==> src/source/uart_pkg.sv <==
//----------------------------------------------------------------------
// UART shared definitions: data widths, bit states, bit wait tables
// and register map of the Wishbone slave
//----------------------------------------------------------------------

package uart_pkg;

   // Serial byte and microsecond wait counter
   typedef logic [7:0]  byte_t;
   typedef logic [3:0]  us_cnt_t;

   // Wishbone data and word address
   typedef logic [31:0] wb_data_t;
   typedef logic [1:0]  wb_adr_t;

   // Bit position within a frame, data bits keep their own index
   typedef enum logic [3:0] {
      D0    = 4'd0,
      D1    = 4'd1,
      D2    = 4'd2,
      D3    = 4'd3,
      D4    = 4'd4,
      D5    = 4'd5,
      D6    = 4'd6,
      D7    = 4'd7,
      STOP  = 4'd8,
      IDLE  = 4'd14,
      START = 4'd15
   } uart_bit_state_t;

   // Rx reloads, D0 to STOP, each waits reload plus one tick
   localparam us_cnt_t RX_WAIT [9] = '{4'd13, 4'd7, 4'd8, 4'd8, 4'd7, 4'd8, 4'd8, 4'd7, 4'd8};

   // Tx reloads, START to STOP; START gets one extra tick for the sync
   localparam us_cnt_t TX_WAIT [10] = '{4'd9, 4'd7, 4'd8, 4'd8, 4'd7,
                                        4'd8, 4'd8, 4'd7, 4'd8, 4'd8};

   // Register map
   localparam wb_adr_t REG_DATA   = 2'd0;
   localparam wb_adr_t REG_STATUS = 2'd1;

   // Status word bits
   localparam int STAT_RX_VALID = 0;
   localparam int STAT_RX_OFLOW = 1;
   localparam int STAT_TX_BUSY  = 2;

endpackage
==> src/source/byte_fifo_if.sv <==
//----------------------------------------------------------------------
// Byte FIFO link: push side, pop side and the FIFO itself
//----------------------------------------------------------------------

`timescale 1ns/100ps

interface byte_fifo_if
   import uart_pkg::*;
();

   // Push side
   byte_t wdata;
   logic  push;
   logic  full;

   // Pop side, rdata is the head entry while empty is low
   byte_t rdata;
   logic  pop;
   logic  empty;

   modport writer (output wdata, output push, input full);

   modport reader (output pop, input rdata, input empty);

   modport fifo (
      input  wdata,
      input  push,
      input  pop,
      output full,
      output rdata,
      output empty
   );

endinterface

==> src/source/uart_min_top.sv <==
//----------------------------------------------------------------------
// Minimal UART, 115.2 kbit/s 8N1, 16-byte FIFO per direction,
// Wishbone classic register port
//----------------------------------------------------------------------

`timescale 1ns/100ps

module uart_min_top
   import uart_pkg::*;
#(
   parameter int unsigned CLKS_PER_US = 10,
   parameter int unsigned FIFO_AW     = 4
) (
   input  logic     clk,
   input  logic     arst_n,
   input  logic     uart_rx,
   output logic     uart_tx,
   input  logic     wb_cyc,
   input  logic     wb_stb,
   input  logic     wb_we,
   input  wb_adr_t  wb_adr,
   input  wb_data_t wb_dat_w,
   output wb_data_t wb_dat_r,
   output logic     wb_ack
);

   logic tick;
   logic oflow_set;

   // Rx: deframer to register port, Tx: register port to framer
   byte_fifo_if rx_q ();
   byte_fifo_if tx_q ();

   // Shared microsecond time base
   us_tick_gen #(.CLKS_PER_US(CLKS_PER_US)) tick_i (
      .clk(clk), .arst_n(arst_n), .tick(tick)
   );

   //------------------------------------------------------------------
   // Receive path
   //------------------------------------------------------------------
   uart_rx_deframer rx_i (
      .clk(clk), .arst_n(arst_n), .tick(tick), .uart_rx(uart_rx),
      .q(rx_q.writer), .oflow_set(oflow_set)
   );

   byte_fifo #(.FIFO_AW(FIFO_AW)) rx_fifo_i (.clk(clk), .arst_n(arst_n), .q(rx_q.fifo));

   //------------------------------------------------------------------
   // Transmit path
   //------------------------------------------------------------------
   byte_fifo #(.FIFO_AW(FIFO_AW)) tx_fifo_i (.clk(clk), .arst_n(arst_n), .q(tx_q.fifo));

   uart_tx_framer tx_i (
      .clk(clk), .arst_n(arst_n), .tick(tick), .q(tx_q.reader), .uart_tx(uart_tx)
   );

   // CPU side
   uart_wb_regs regs_i (
      .clk(clk), .arst_n(arst_n),
      .wb_cyc(wb_cyc), .wb_stb(wb_stb), .wb_we(wb_we), .wb_adr(wb_adr),
      .wb_dat_w(wb_dat_w), .wb_dat_r(wb_dat_r), .wb_ack(wb_ack),
      .oflow_set(oflow_set), .rx_q(rx_q.reader), .tx_q(tx_q.writer)
   );

endmodule

==> src/source/uart_wb_regs.sv <==
//----------------------------------------------------------------------
// Wishbone classic slave with DATA and STATUS registers and the
// sticky rx overflow flag
//----------------------------------------------------------------------

`timescale 1ns/100ps

module uart_wb_regs
   import uart_pkg::*;
(
   input  logic         clk,
   input  logic         arst_n,
   input  logic         wb_cyc,
   input  logic         wb_stb,
   input  logic         wb_we,
   input  wb_adr_t      wb_adr,
   input  wb_data_t     wb_dat_w,
   output wb_data_t     wb_dat_r,
   output logic         wb_ack,
   input  logic         oflow_set,
   byte_fifo_if.reader  rx_q,
   byte_fifo_if.writer  tx_q
);

   logic     access;
   logic     data_rd;
   logic     rx_oflow;
   wb_data_t status;
   wb_data_t rd_val;

   always_comb begin
      // New cycle seen, ack goes out on the next edge
      access  = wb_cyc & wb_stb & ~wb_ack;
      data_rd = access & ~wb_we & (wb_adr == REG_DATA);

      // Tx push, dropped inside the FIFO when full
      tx_q.wdata = wb_dat_w[7:0];
      tx_q.push  = access & wb_we & (wb_adr == REG_DATA);
      rx_q.pop   = data_rd;

      status                = '0;
      status[STAT_RX_VALID] = ~rx_q.empty;
      status[STAT_RX_OFLOW] = rx_oflow;
      status[STAT_TX_BUSY]  = tx_q.full;

      // Read mux, unmapped addresses read 0
      case (wb_adr)
         REG_DATA:   rd_val = rx_q.empty ? '0 : wb_data_t'(rx_q.rdata);
         REG_STATUS: rd_val = status;
         default:    rd_val = '0;
      endcase
   end

   //------------------------------------------------------------------
   // Handshake and overflow flag
   //------------------------------------------------------------------
   always_ff @(posedge clk) begin
      if (!arst_n) begin
         wb_ack   <= 1'b0;
         rx_oflow <= 1'b0;
      end
      else begin
         wb_ack <= access;
         // Set from the receiver wins over the clear by a DATA read
         if (oflow_set) begin
            rx_oflow <= 1'b1;
         end
         else if (data_rd) begin
            rx_oflow <= 1'b0;
         end
      end
   end

   // Read data is captured with the ack
   always_ff @(posedge clk) begin
      if (access) begin
         wb_dat_r <= wb_we ? '0 : rd_val;
      end
   end

endmodule

==> src/source/uart_tx_framer.sv <==
//----------------------------------------------------------------------
// UART transmitter: start bit, 8 data bits LSB first and stop bit,
// edges placed on the microsecond tick
//----------------------------------------------------------------------

`timescale 1ns/100ps

module uart_tx_framer
   import uart_pkg::*;
(
   input  logic         clk,
   input  logic         arst_n,
   input  logic         tick,
   byte_fifo_if.reader  q,
   output logic         uart_tx
);

   uart_bit_state_t tx_state;
   uart_bit_state_t tx_next;
   us_cnt_t         tx_cnt;
   logic            tx_nextbit;

   //------------------------------------------------------------------
   // Edge placement
   //------------------------------------------------------------------
   // Ideal edges sit at multiples of 8.68 us from the start edge.
   // Bits last 9, 8, 9, 9, 8, 9, 9, 8, 9 us from START to D7,
   // which keeps every edge within 0.44 us of its ideal place.
   // STOP lasts 9 us and the next frame waits for the next tick

   always_comb begin
      tx_nextbit = tick & (tx_cnt == '0);
      tx_next    = uart_bit_state_t'(4'(tx_state) + 4'd1);
      // Byte leaves the FIFO head once the stop bit is done
      q.pop      = tx_nextbit & (tx_state == STOP);
   end

   //------------------------------------------------------------------
   // Bit state machine
   //------------------------------------------------------------------
   always_ff @(posedge clk) begin
      if (!arst_n) begin
         tx_state <= IDLE;
         tx_cnt   <= '0;
         uart_tx  <= 1'b1;
      end
      else begin
         if (tick && (tx_state != IDLE)) begin
            tx_cnt <= tx_cnt - us_cnt_t'(1);
         end

         case (tx_state)
            // Line idles high, start as soon as a byte is queued
            IDLE: begin
               uart_tx <= 1'b1;
               tx_cnt  <= TX_WAIT[0];
               if (!q.empty) begin
                  tx_state <= START;
               end
            end

            // First tick drops the line, aligning the frame to the tick
            START: begin
               if (tick) begin
                  uart_tx <= 1'b0;
                  if (tx_cnt == '0) begin
                     uart_tx  <= q.rdata[0];
                     tx_cnt   <= TX_WAIT[1];
                     tx_state <= D0;
                  end
               end
            end

            // Line already high
            STOP: begin
               if (tx_nextbit) begin
                  tx_state <= IDLE;
               end
            end

            // D0..D7, drive the next data bit or the stop level
            default: begin
               if (tx_nextbit) begin
                  uart_tx  <= (tx_next == STOP) ? 1'b1 : q.rdata[tx_next[2:0]];
                  tx_cnt   <= TX_WAIT[4'(tx_next) + 4'd1];
                  tx_state <= tx_next;
               end
            end
         endcase
      end
   end

endmodule

==> src/source/uart_rx_deframer.sv <==
//----------------------------------------------------------------------
// UART receiver: start detection, bit sampling near the bit centre
// on the microsecond tick, byte assembly and push into the rx FIFO
//----------------------------------------------------------------------

`timescale 1ns/100ps

module uart_rx_deframer
   import uart_pkg::*;
(
   input  logic         clk,
   input  logic         arst_n,
   input  logic         tick,
   input  logic         uart_rx,
   byte_fifo_if.writer  q,
   output logic         oflow_set
);

   uart_bit_state_t rx_state;
   uart_bit_state_t rx_next;
   us_cnt_t         rx_cnt;
   logic            rx_nextbit;
   logic            rx_is_data;
   logic            rx_done;
   byte_t           rx_shift;

   //------------------------------------------------------------------
   // Sample point placement
   //------------------------------------------------------------------
   // Bit period is 8.68 us and the tick is free-running, so each wait
   // lands somewhere in a one microsecond window:
   //   D0 at 13..14 us after the start edge, ideal 13.02
   //   then 8 or 9 us per bit, alternating to follow the ideal centres
   //   STOP at 82..83 us, ideal 82.46
   // Worst error stays under 1 us of a 4.34 us half bit

   always_comb begin
      rx_nextbit = tick & (rx_cnt == '0);
      // D0..STOP are consecutive codes
      rx_next    = uart_bit_state_t'(4'(rx_state) + 4'd1);
      rx_is_data = (4'(rx_state) < 4'(STOP));
      rx_done    = rx_nextbit & (rx_state == STOP);

      q.wdata    = rx_shift;
      // FIFO drops the byte itself when full
      q.push     = rx_done;
      oflow_set  = rx_done & q.full;
   end

   //------------------------------------------------------------------
   // Bit state machine
   //------------------------------------------------------------------
   always_ff @(posedge clk) begin
      if (!arst_n) begin
         rx_state <= IDLE;
         rx_cnt   <= '0;
      end
      else begin
         // Count ticks down while a frame is in progress
         if (tick && (rx_state != IDLE)) begin
            rx_cnt <= rx_cnt - us_cnt_t'(1);
         end

         case (rx_state)
            // Start bit is never sampled, the D0 wait covers it
            IDLE: begin
               rx_cnt <= RX_WAIT[0];
               if (!uart_rx) begin
                  rx_state <= D0;
               end
            end

            // Byte is handed over on this expiry
            STOP: begin
               if (rx_nextbit) begin
                  rx_state <= IDLE;
               end
            end

            // D0..D7, move on and reload the next wait
            default: begin
               if (rx_nextbit) begin
                  rx_cnt   <= RX_WAIT[rx_next];
                  rx_state <= rx_next;
               end
            end
         endcase
      end
   end

   // Shift register, LSB arrives first so bits enter at the MSB end
   always_ff @(posedge clk) begin
      if (rx_nextbit && rx_is_data) begin
         rx_shift <= {uart_rx, rx_shift[7:1]};
      end
   end

endmodule

==> src/source/byte_fifo.sv <==
//----------------------------------------------------------------------
// Synchronous fall-through byte FIFO with full and empty flags
//----------------------------------------------------------------------

`timescale 1ns/100ps

module byte_fifo
   import uart_pkg::*;
#(
   parameter int unsigned FIFO_AW = 4
) (
   input  logic       clk,
   input  logic       arst_n,
   byte_fifo_if.fifo  q
);

   localparam int unsigned DEPTH = 2 ** FIFO_AW;

   byte_t              mem [DEPTH];
   logic [FIFO_AW-1:0] wr_ptr;
   logic [FIFO_AW-1:0] rd_ptr;
   // One bit wider than the pointers to tell full from empty
   logic [FIFO_AW:0]   count;
   logic               do_push;
   logic               do_pop;

   always_comb begin
      q.full  = (count == (FIFO_AW+1)'(DEPTH));
      q.empty = (count == '0);
      // Overflow and underflow requests are dropped here
      do_push = q.push & ~q.full;
      do_pop  = q.pop & ~q.empty;
      // Head entry, visible without a pop
      q.rdata = mem[rd_ptr];
   end

   // Storage
   always_ff @(posedge clk) begin
      if (do_push) begin
         mem[wr_ptr] <= q.wdata;
      end
   end

   // Pointers and occupancy
   always_ff @(posedge clk) begin
      if (!arst_n) begin
         wr_ptr <= '0;
         rd_ptr <= '0;
         count  <= '0;
      end
      else begin
         if (do_push) begin
            wr_ptr <= wr_ptr + 1'b1;
         end
         if (do_pop) begin
            rd_ptr <= rd_ptr + 1'b1;
         end
         // Push and pop together leave the count as is
         case ({do_push, do_pop})
            2'b10:   count <= count + 1'b1;
            2'b01:   count <= count - 1'b1;
            default: count <= count;
         endcase
      end
   end

endmodule

==> src/source/us_tick_gen.sv <==
//----------------------------------------------------------------------
// Microsecond time base, one-clock tick every CLKS_PER_US clocks
//----------------------------------------------------------------------

`timescale 1ns/100ps

module us_tick_gen
   import uart_pkg::*;
#(
   parameter int unsigned CLKS_PER_US = 10
) (
   input  logic clk,
   input  logic arst_n,
   output logic tick
);

   us_cnt_t div_cnt;

   always_ff @(posedge clk) begin
      if (!arst_n) begin
         div_cnt <= '0;
         tick    <= 1'b0;
      end
      else begin
         // Wrap at the end of the microsecond, pulse on the same edge
         tick <= (div_cnt == us_cnt_t'(CLKS_PER_US - 1));
         if (div_cnt == us_cnt_t'(CLKS_PER_US - 1)) begin
            div_cnt <= '0;
         end
         else begin
            div_cnt <= div_cnt + us_cnt_t'(1);
         end
      end
   end

endmodule

==> config.mk <==
export PLATFORM = sky130hd
export DESIGN_NAME = uart_min_top
export DESIGN_NICKNAME = d
export VERILOG_FILES = /design/src/source/uart_pkg.sv /design/src/source/byte_fifo_if.sv /design/src/source/uart_min_top.sv /design/src/source/uart_wb_regs.sv /design/src/source/uart_tx_framer.sv /design/src/source/uart_rx_deframer.sv /design/src/source/byte_fifo.sv /design/src/source/us_tick_gen.sv
export SDC_FILE = /design/constraint.sdc
export NUM_CORES = 1
export LEC_CHECK = 0
export ABC_AREA = 1
export BUFFER_PORTS_ARGS = -buffer_cell sky130_fd_sc_hd__clkbuf_2
export CORE_ASPECT_RATIO = 0.8
export CORE_MARGIN = 2
export CORE_UTILIZATION = 46
export CTS_CLUSTER_DIAMETER = 80
export DETAILED_ROUTE_END_ITERATION = 7
export MAX_ROUTING_LAYER = met4
export PLACE_DENSITY = 0.65
export SKIP_LAST_GASP = 1
export SYNTH_ARGS = -nofsm -noshare
export SYNTH_HDL_FRONTEND = slang
export SYNTH_SLANG_ARGS = --single-unit
export TNS_END_PERCENT = 30
==> constraint.sdc <==
create_clock -name clk -period 2.9 [get_ports clk]
set_input_delay 0 -clock clk [delete_from_list [all_inputs] [get_ports clk]]
set_output_delay 0 -clock clk [all_outputs]
set_load 0.02 [all_outputs]
==> impl_metrics.yaml, run 1 <==
clocking:
  tritoncts: "built"
  cts_made_buffers: 35
  ctsHoldBuffers: 14
  clock-root-buffer: "clkbuf_16"
  post_cts_buffers: 0
  htreeDepth: 2
  clk_pin_slew_ns: 0.06
  clockBufferDepth: 3
  numClockSinks: 330
  cts_resized: 0
  clock_latency_ns: 0.52
logic_synthesis:
  synth.yosys.seq_area_share_pct: 65.3
  synth_cell_type_count: 47
  ys.flop_type: "edfxtp_1"
  ys_warn_count: 0
  yosysMostFrequentCell: "edfxtp_1"
  synthTopCellsByCount: "edfxtp_1, nand2_1, nor2_1"
  synth_top_area_share_pct: 57.2
  ys_ff_latch: 330
  synth_top_cell_by_area: "edfxtp_1"
  synth_edf_count: 272
  synth.area.top_cells: "edfxtp_1, dfxtp_1, nand2_1, nand3_1, nor2_1"
  syn_area_per_cell_um2: 10.9
  synthArstFlopShare_pct: 0
  netlist_area_um2: 14300
  syn-instance-count: 1310
worst_setup_path:
  ff2ff_setup_slack_ns: 0.18
  rr_worst_depth: 9
  cpLargestDelayFamily: "buffers and inverters"
  r2r_end: "regs_i.wb_dat_r[1]"
  crit_chain: "inv_1, buf_4, nor2_1, o221ai_1, o211ai_1, o21ai_0, nand2_1, a21oi_1, dlygate4sd3_1"
  crit_required_ns: 3.28
  crit_arrival_ns: 3.09
  endpoint_kind: "flip-flop"
  path_class: "flip-flop to flip-flop"
  slowest_stage: "dlygate4sd3_1"
  cpPeakStageDelay_ns: 0.57
  crit_fanout: 22
  path_buf_inv: 3
  startpoint_type: "flip-flop"
place:
  placedCellCount: 1744
  dpl_cell_area_um2: 15000
  place_congestion: 0.853
  io_buffers: 25
  dp_hpwl_um: 18800
floorplanning:
  die-area_um2: 32500
  die_y_um: 162
  die_x_um: 201
  design.core.area_um2: 30500
  ioPinCount: 74
  std_cell_rows: 57
  initial_core_util_pct: 46.9
detailed_routing:
  met1Wirelength_um: 14800
  vias_per_cell: 5.19
  num_vias: 9439
  totalWireLength_um: 29800
  drtIter0Drc: 810
  drc: 0
  postRouteAntennaNets: 0
  top_layer: "met4"
  post_drt_wl_per_cell_um: 16.4
  wl_met3_um: 1690
  dr.pass1.iters: 7
  routed-wl-met2_um: 12900
sta:
  slew_headroom_pct: 44.0
  slew_violations: 0
  period_minus_slack_ns: 2.72
  finalSetupTns_ns: 0
  finClkSkew_ns: 0.0230
  fmax_mhz: 368
  finalHoldViolCount: 0
  setup_viol: 0
  min_period_over_period_pct: 93.7
  worstMarginPinSlew_ns: 0.837
  rsz0062_at_grt: "false"
power_and_ir_drop:
  seq_power_share_pct: 51.6
  cell_internal_pwr_mw: 7.71
  ir_drop_mv: 0.359
  p_per_area_nw_per_um2: 624
  p_leak_nw: 6.04
  p_sw_mw: 2.38
  combPwrFrac_pct: 8.0
  total_power_mw: 10.1
  clockPowerShare_pct: 40.5
  swShare_pct: 23.6
global_route:
  antenna_found_initial: 0
  grt_pass1_vias: 8774
  grt_pass1_wl_um: 47500
  grt_max_degree: 67
  overflow: 0
  grt_use_total_pct: 19.0
finish:
  antenna_cells: 0
  layout.cells.non_filler: 1820
  drive_above_1_share_pct: 10.6
  fill_cells: 2659
  syn2layout_area_growth_pct: 13.3
  final_nets: 1450
  fin_area_um2: 16200
  finish.utilization_pct: 53.1
worst_hold_path:
  hp-class: "input pin to flip-flop"
  hold_end: "regs_i.wb_dat_r[0]"
  hp-start: "wb_adr[1]"
  worstHoldPathCells: 4
job:
  cap_violations: 0
outcome:
  status: "finished, final reports clean"
[cells by family after synthesis]
group                      after synthesis  synth area share, %
muxes                                   17                 1.19
adders and majority gates               28                 2.45
DFF                                    330                 65.3
and+or+nand+nor                        563                 16.8
xor gates and xnor gates                20                 1.23
AOI/OAI and AO/OA                      176                 7.52
other                                    1               0.0263
buffers and inverters                  175                 5.43
[layout make-up]
class | instances | area (um2) | share of cell area, %
multi-input cells | 828 | 4260 | 26.3
repair buffers | 88 | 646 | 3.99
inverters | 99 | 372 | 2.30
clock inverters | 18 | 124 | 0.765
well taps | 413 | 517 | 3.19
clock buffers | 44 | 930 | 5.74
flip-flops and latches | 330 | 9330 | 57.7
[state kept, by name, indices dropped and copies added, names as in the netlist, 5 cells and up, named ones only]
name	cells
rx_fifo_i.count	5
rx_fifo_i.mem	128
rx_i.q.wdata	8
tx_fifo_i.mem	128
tx_fifo_i.count	5
regs_i.wb_dat_r	8
[cells in the final DEF, fill, tap and decap left out, types with 15 or more instances in the layout]
cell and instances:
mux2i_1 17, o21ai_0 79, clkbuf_2 25, clkbuf_16 35
buf_4 48, inv_1 92, conb_1 24, o32ai_1 15
a21oi_1 36, o221ai_1 16, nor2_1 151, dfxtp_1 55
nand2_1 236, nand3_1 139, ha_1 28, edfxtp_1 272
[power groups by stage]
| stage | logic (mW) | registers [mW] | clock network [mW] |
|---|---|---|---|
| floorplan | 0.595 | 5.30 | 0 |
| global placement | 0.767 | 5.30 | 0 |
| detailed placement | 0.778 | 5.30 | 0 |
| CTS | 0.798 | 5.20 | 4.17 |
| global route | 0.909 | 5.21 | 4.38 |
| finish | 0.805 | 5.20 | 4.08 |
[stage by stage]
stage	hold WS, ns	setup WS [ns]
after floorplan	0.0989	0.400
after global placement	0.290	0.486
after detailed placement	0.294	0.416
after CTS	0.00196	0.202
after global routing	0.0223	0.00716
final	0.00307	0.182
[worst reg2reg max path: stages, from the launching register on]
cell	delay [ns]
dfxtp_2	0.32
inv_1	0.56
buf_4	0.35
nor2_1	0.06
o221ai_1	0.20
o211ai_1	0.12
o21ai_0	0.16
nand2_1	0.10
a21oi_1	0.15
dlygate4sd3_1	0.57
[per-layer routing]
metal  global-route usage [%]  vias up
li1                         -     4666
met1                     28.0     4515
met2                     27.9      232
met3                     3.23       26
met4                     3.91        0
met5                        -        -
[worst max-delay path by stage]
| stage | slack, ns | cells after the start | end |
|---|---|---|---|
| floorplan | 0.40 | 17 | tx_fifo_i.count[4] |
| global placement | 0.49 | 13 | rx_fifo_i.count[4] |
| detailed placement | 0.42 | 13 | rx_fifo_i.count[4] |
| CTS | 0.20 | 9 | regs_i.wb_dat_r[1] |
| global route | 0.007 | 9 | regs_i.wb_dat_r[1] |
| finish | 0.18 | 9 | regs_i.wb_dat_r[1] |
Note: power is estimated with default switching activity, not from simulation.
==> inputs of run 2 (changes only) <==
PLACE_DENSITY = 0.69   (was 0.65)
==> impl_metrics.yaml, run 2 (synthesis results as in run 1) <==
sta:
  finalHoldViolCount: 0
  slew_headroom_pct: 42.1
  rsz0062_at_grt: "false"
  fmax_mhz: 408
  finClkSkew_ns: 0.0313
  worstMarginPinSlew_ns: 0.865
  finalSetupTns_ns: 0
  setup_viol: 0
  slew_violations: 0
  period_minus_slack_ns: 2.45
  min_period_over_period_pct: 84.4
finish:
  final_cell_mix: "edfxtp_1, nand2_1, nor2_1"
  antenna_cells: 0
  top_regs: "rx_fifo_i.mem (128), tx_fifo_i.mem (128)"
  final_nets: 1454
  drive_above_1_share_pct: 10.4
  layout.cells.non_filler: 1824
  multi_input_area_um2: 4260
  fill_cells: 2606
  seq_area_um2: 9330
  syn2layout_area_growth_pct: 13.6
  final_common_cell: "edfxtp_1"
worst_setup_path:
  crit_fanout: 8
  crit_arrival_ns: 2.84
  startpoint_type: "flip-flop"
  crit_required_ns: 3.30
  endpoint_kind: "flip-flop"
  path_class: "flip-flop to flip-flop"
job:
  cap_violations: 0
detailed_routing:
  post_drt_wl_per_cell_um: 16.3
  dr.pass1.iters: 8
  postRouteAntennaNets: 0
  drtIter0Drc: 854
  num_vias: 9519
  drc: 0
  vias_per_cell: 5.22
  totalWireLength_um: 29800
clocking:
  post_cts_buffers: 0
  clock_latency_ns: 0.53
  cts_resized: 0
  tritoncts: "built"
  clk_pin_slew_ns: 0.06
  clock-root-buffer: "clkbuf_16"
  clockBufferDepth: 3
  ctsHoldBuffers: 17
  numClockSinks: 330
  cts_made_buffers: 35
  htreeDepth: 2
global_route:
  grt_max_degree: 67
  grt_use_total_pct: 19.0
  overflow: 0
  grt_pass1_vias: 9147
  grt_pass1_wl_um: 47800
  antenna_found_initial: 0
power_and_ir_drop:
  total_power_mw: 10.1
  p_leak_nw: 6.05
  ir_drop_mv: 0.482
  p_per_area_nw_per_um2: 622
floorplanning:
  die_y_um: 162
  die-area_um2: 32500
  die_x_um: 201
  initial_core_util_pct: 46.9
  std_cell_rows: 57
  ioPinCount: 74
  design.core.area_um2: 30500
place:
  place_congestion: 0.876
  placedCellCount: 1745
  io_buffers: 25
  dp_hpwl_um: 18500
outcome:
  status: "finished, final reports clean"
worst_hold_path:
  hp-class: "input pin to flip-flop"
==> run 2: area by class of cell <==
type / instances / area share [%]
Inverter: 99 / 2.29
Sequential cell: 330 / 57.5
Tap cell: 413 / 3.19
Multi-Input combinational cell: 828 / 26.3
Clock inverter: 14 / 0.524
Timing Repair Buffer: 92 / 4.37
Clock buffer: 48 / 5.83
==> run 2: where the power goes <==
part,total (mW),switching (mW),leakage (nW),internal (mW)
sequential,5.20,0.0509,2.92,5.15
clock,4.08,1.79,0.501,2.30
combinational,0.802,0.529,2.63,0.272
total,10.1,2.37,6.05,7.72
==> run 2: critical path: stages, from the launching register on <==
cell and delay, ns:
dfxtp_1 0.34, inv_1 0.14, ha_1 0.17, nand3_1 0.12, nor2_2 0.20, o21ai_4 0.12, ha_1 0.26, xor2_1 0.18
ha_1 0.20, o21bai_2 0.21, a21oi_1 0.18, nor2_1 0.07, o21ai_1 0.11, nor2_1 0.04
==> run 2: layer usage <==
metal	routed length, um	vias up	global-route usage, %
met5	0	-	-
met4	410	0	4.28
met3	2000	34	3.41
met2	13700	258	28.9
met1	13700	4558	26.7
li1	-	4669	-
==> run 2: final timing paths <==
check | slack, ns | from | endpoint | cells past startpoint
max | 0.45 | rx_i.rx_state[0] | rx_fifo_i.count[4] | 13
min | 0.05 | wb_stb | rx_fifo_i.rd_ptr[1] | 6
max reg2reg | 0.45 | rx_i.rx_state[0] | rx_fifo_i.count[4] | 13
min reg2reg | 0.45 | tx_fifo_i.rd_ptr[3] | tx_fifo_i.rd_ptr[3] | 1
==> run 2: through the flow <==
step	worst slack, ns	utilization [%]	hold WS [ns]	cell area, um2
6_report	0.452	53.3	0.0506	16200
5_1_grt	0.140	53.3	0.110	16200
2_1_floorplan	0.400	-	0.0989	14400
4_1_cts	0.456	53.3	0.0575	16200
3_3_place_gp	0.461	49.3	0.247	15000
3_5_place_dp	0.460	49.3	0.239	15000
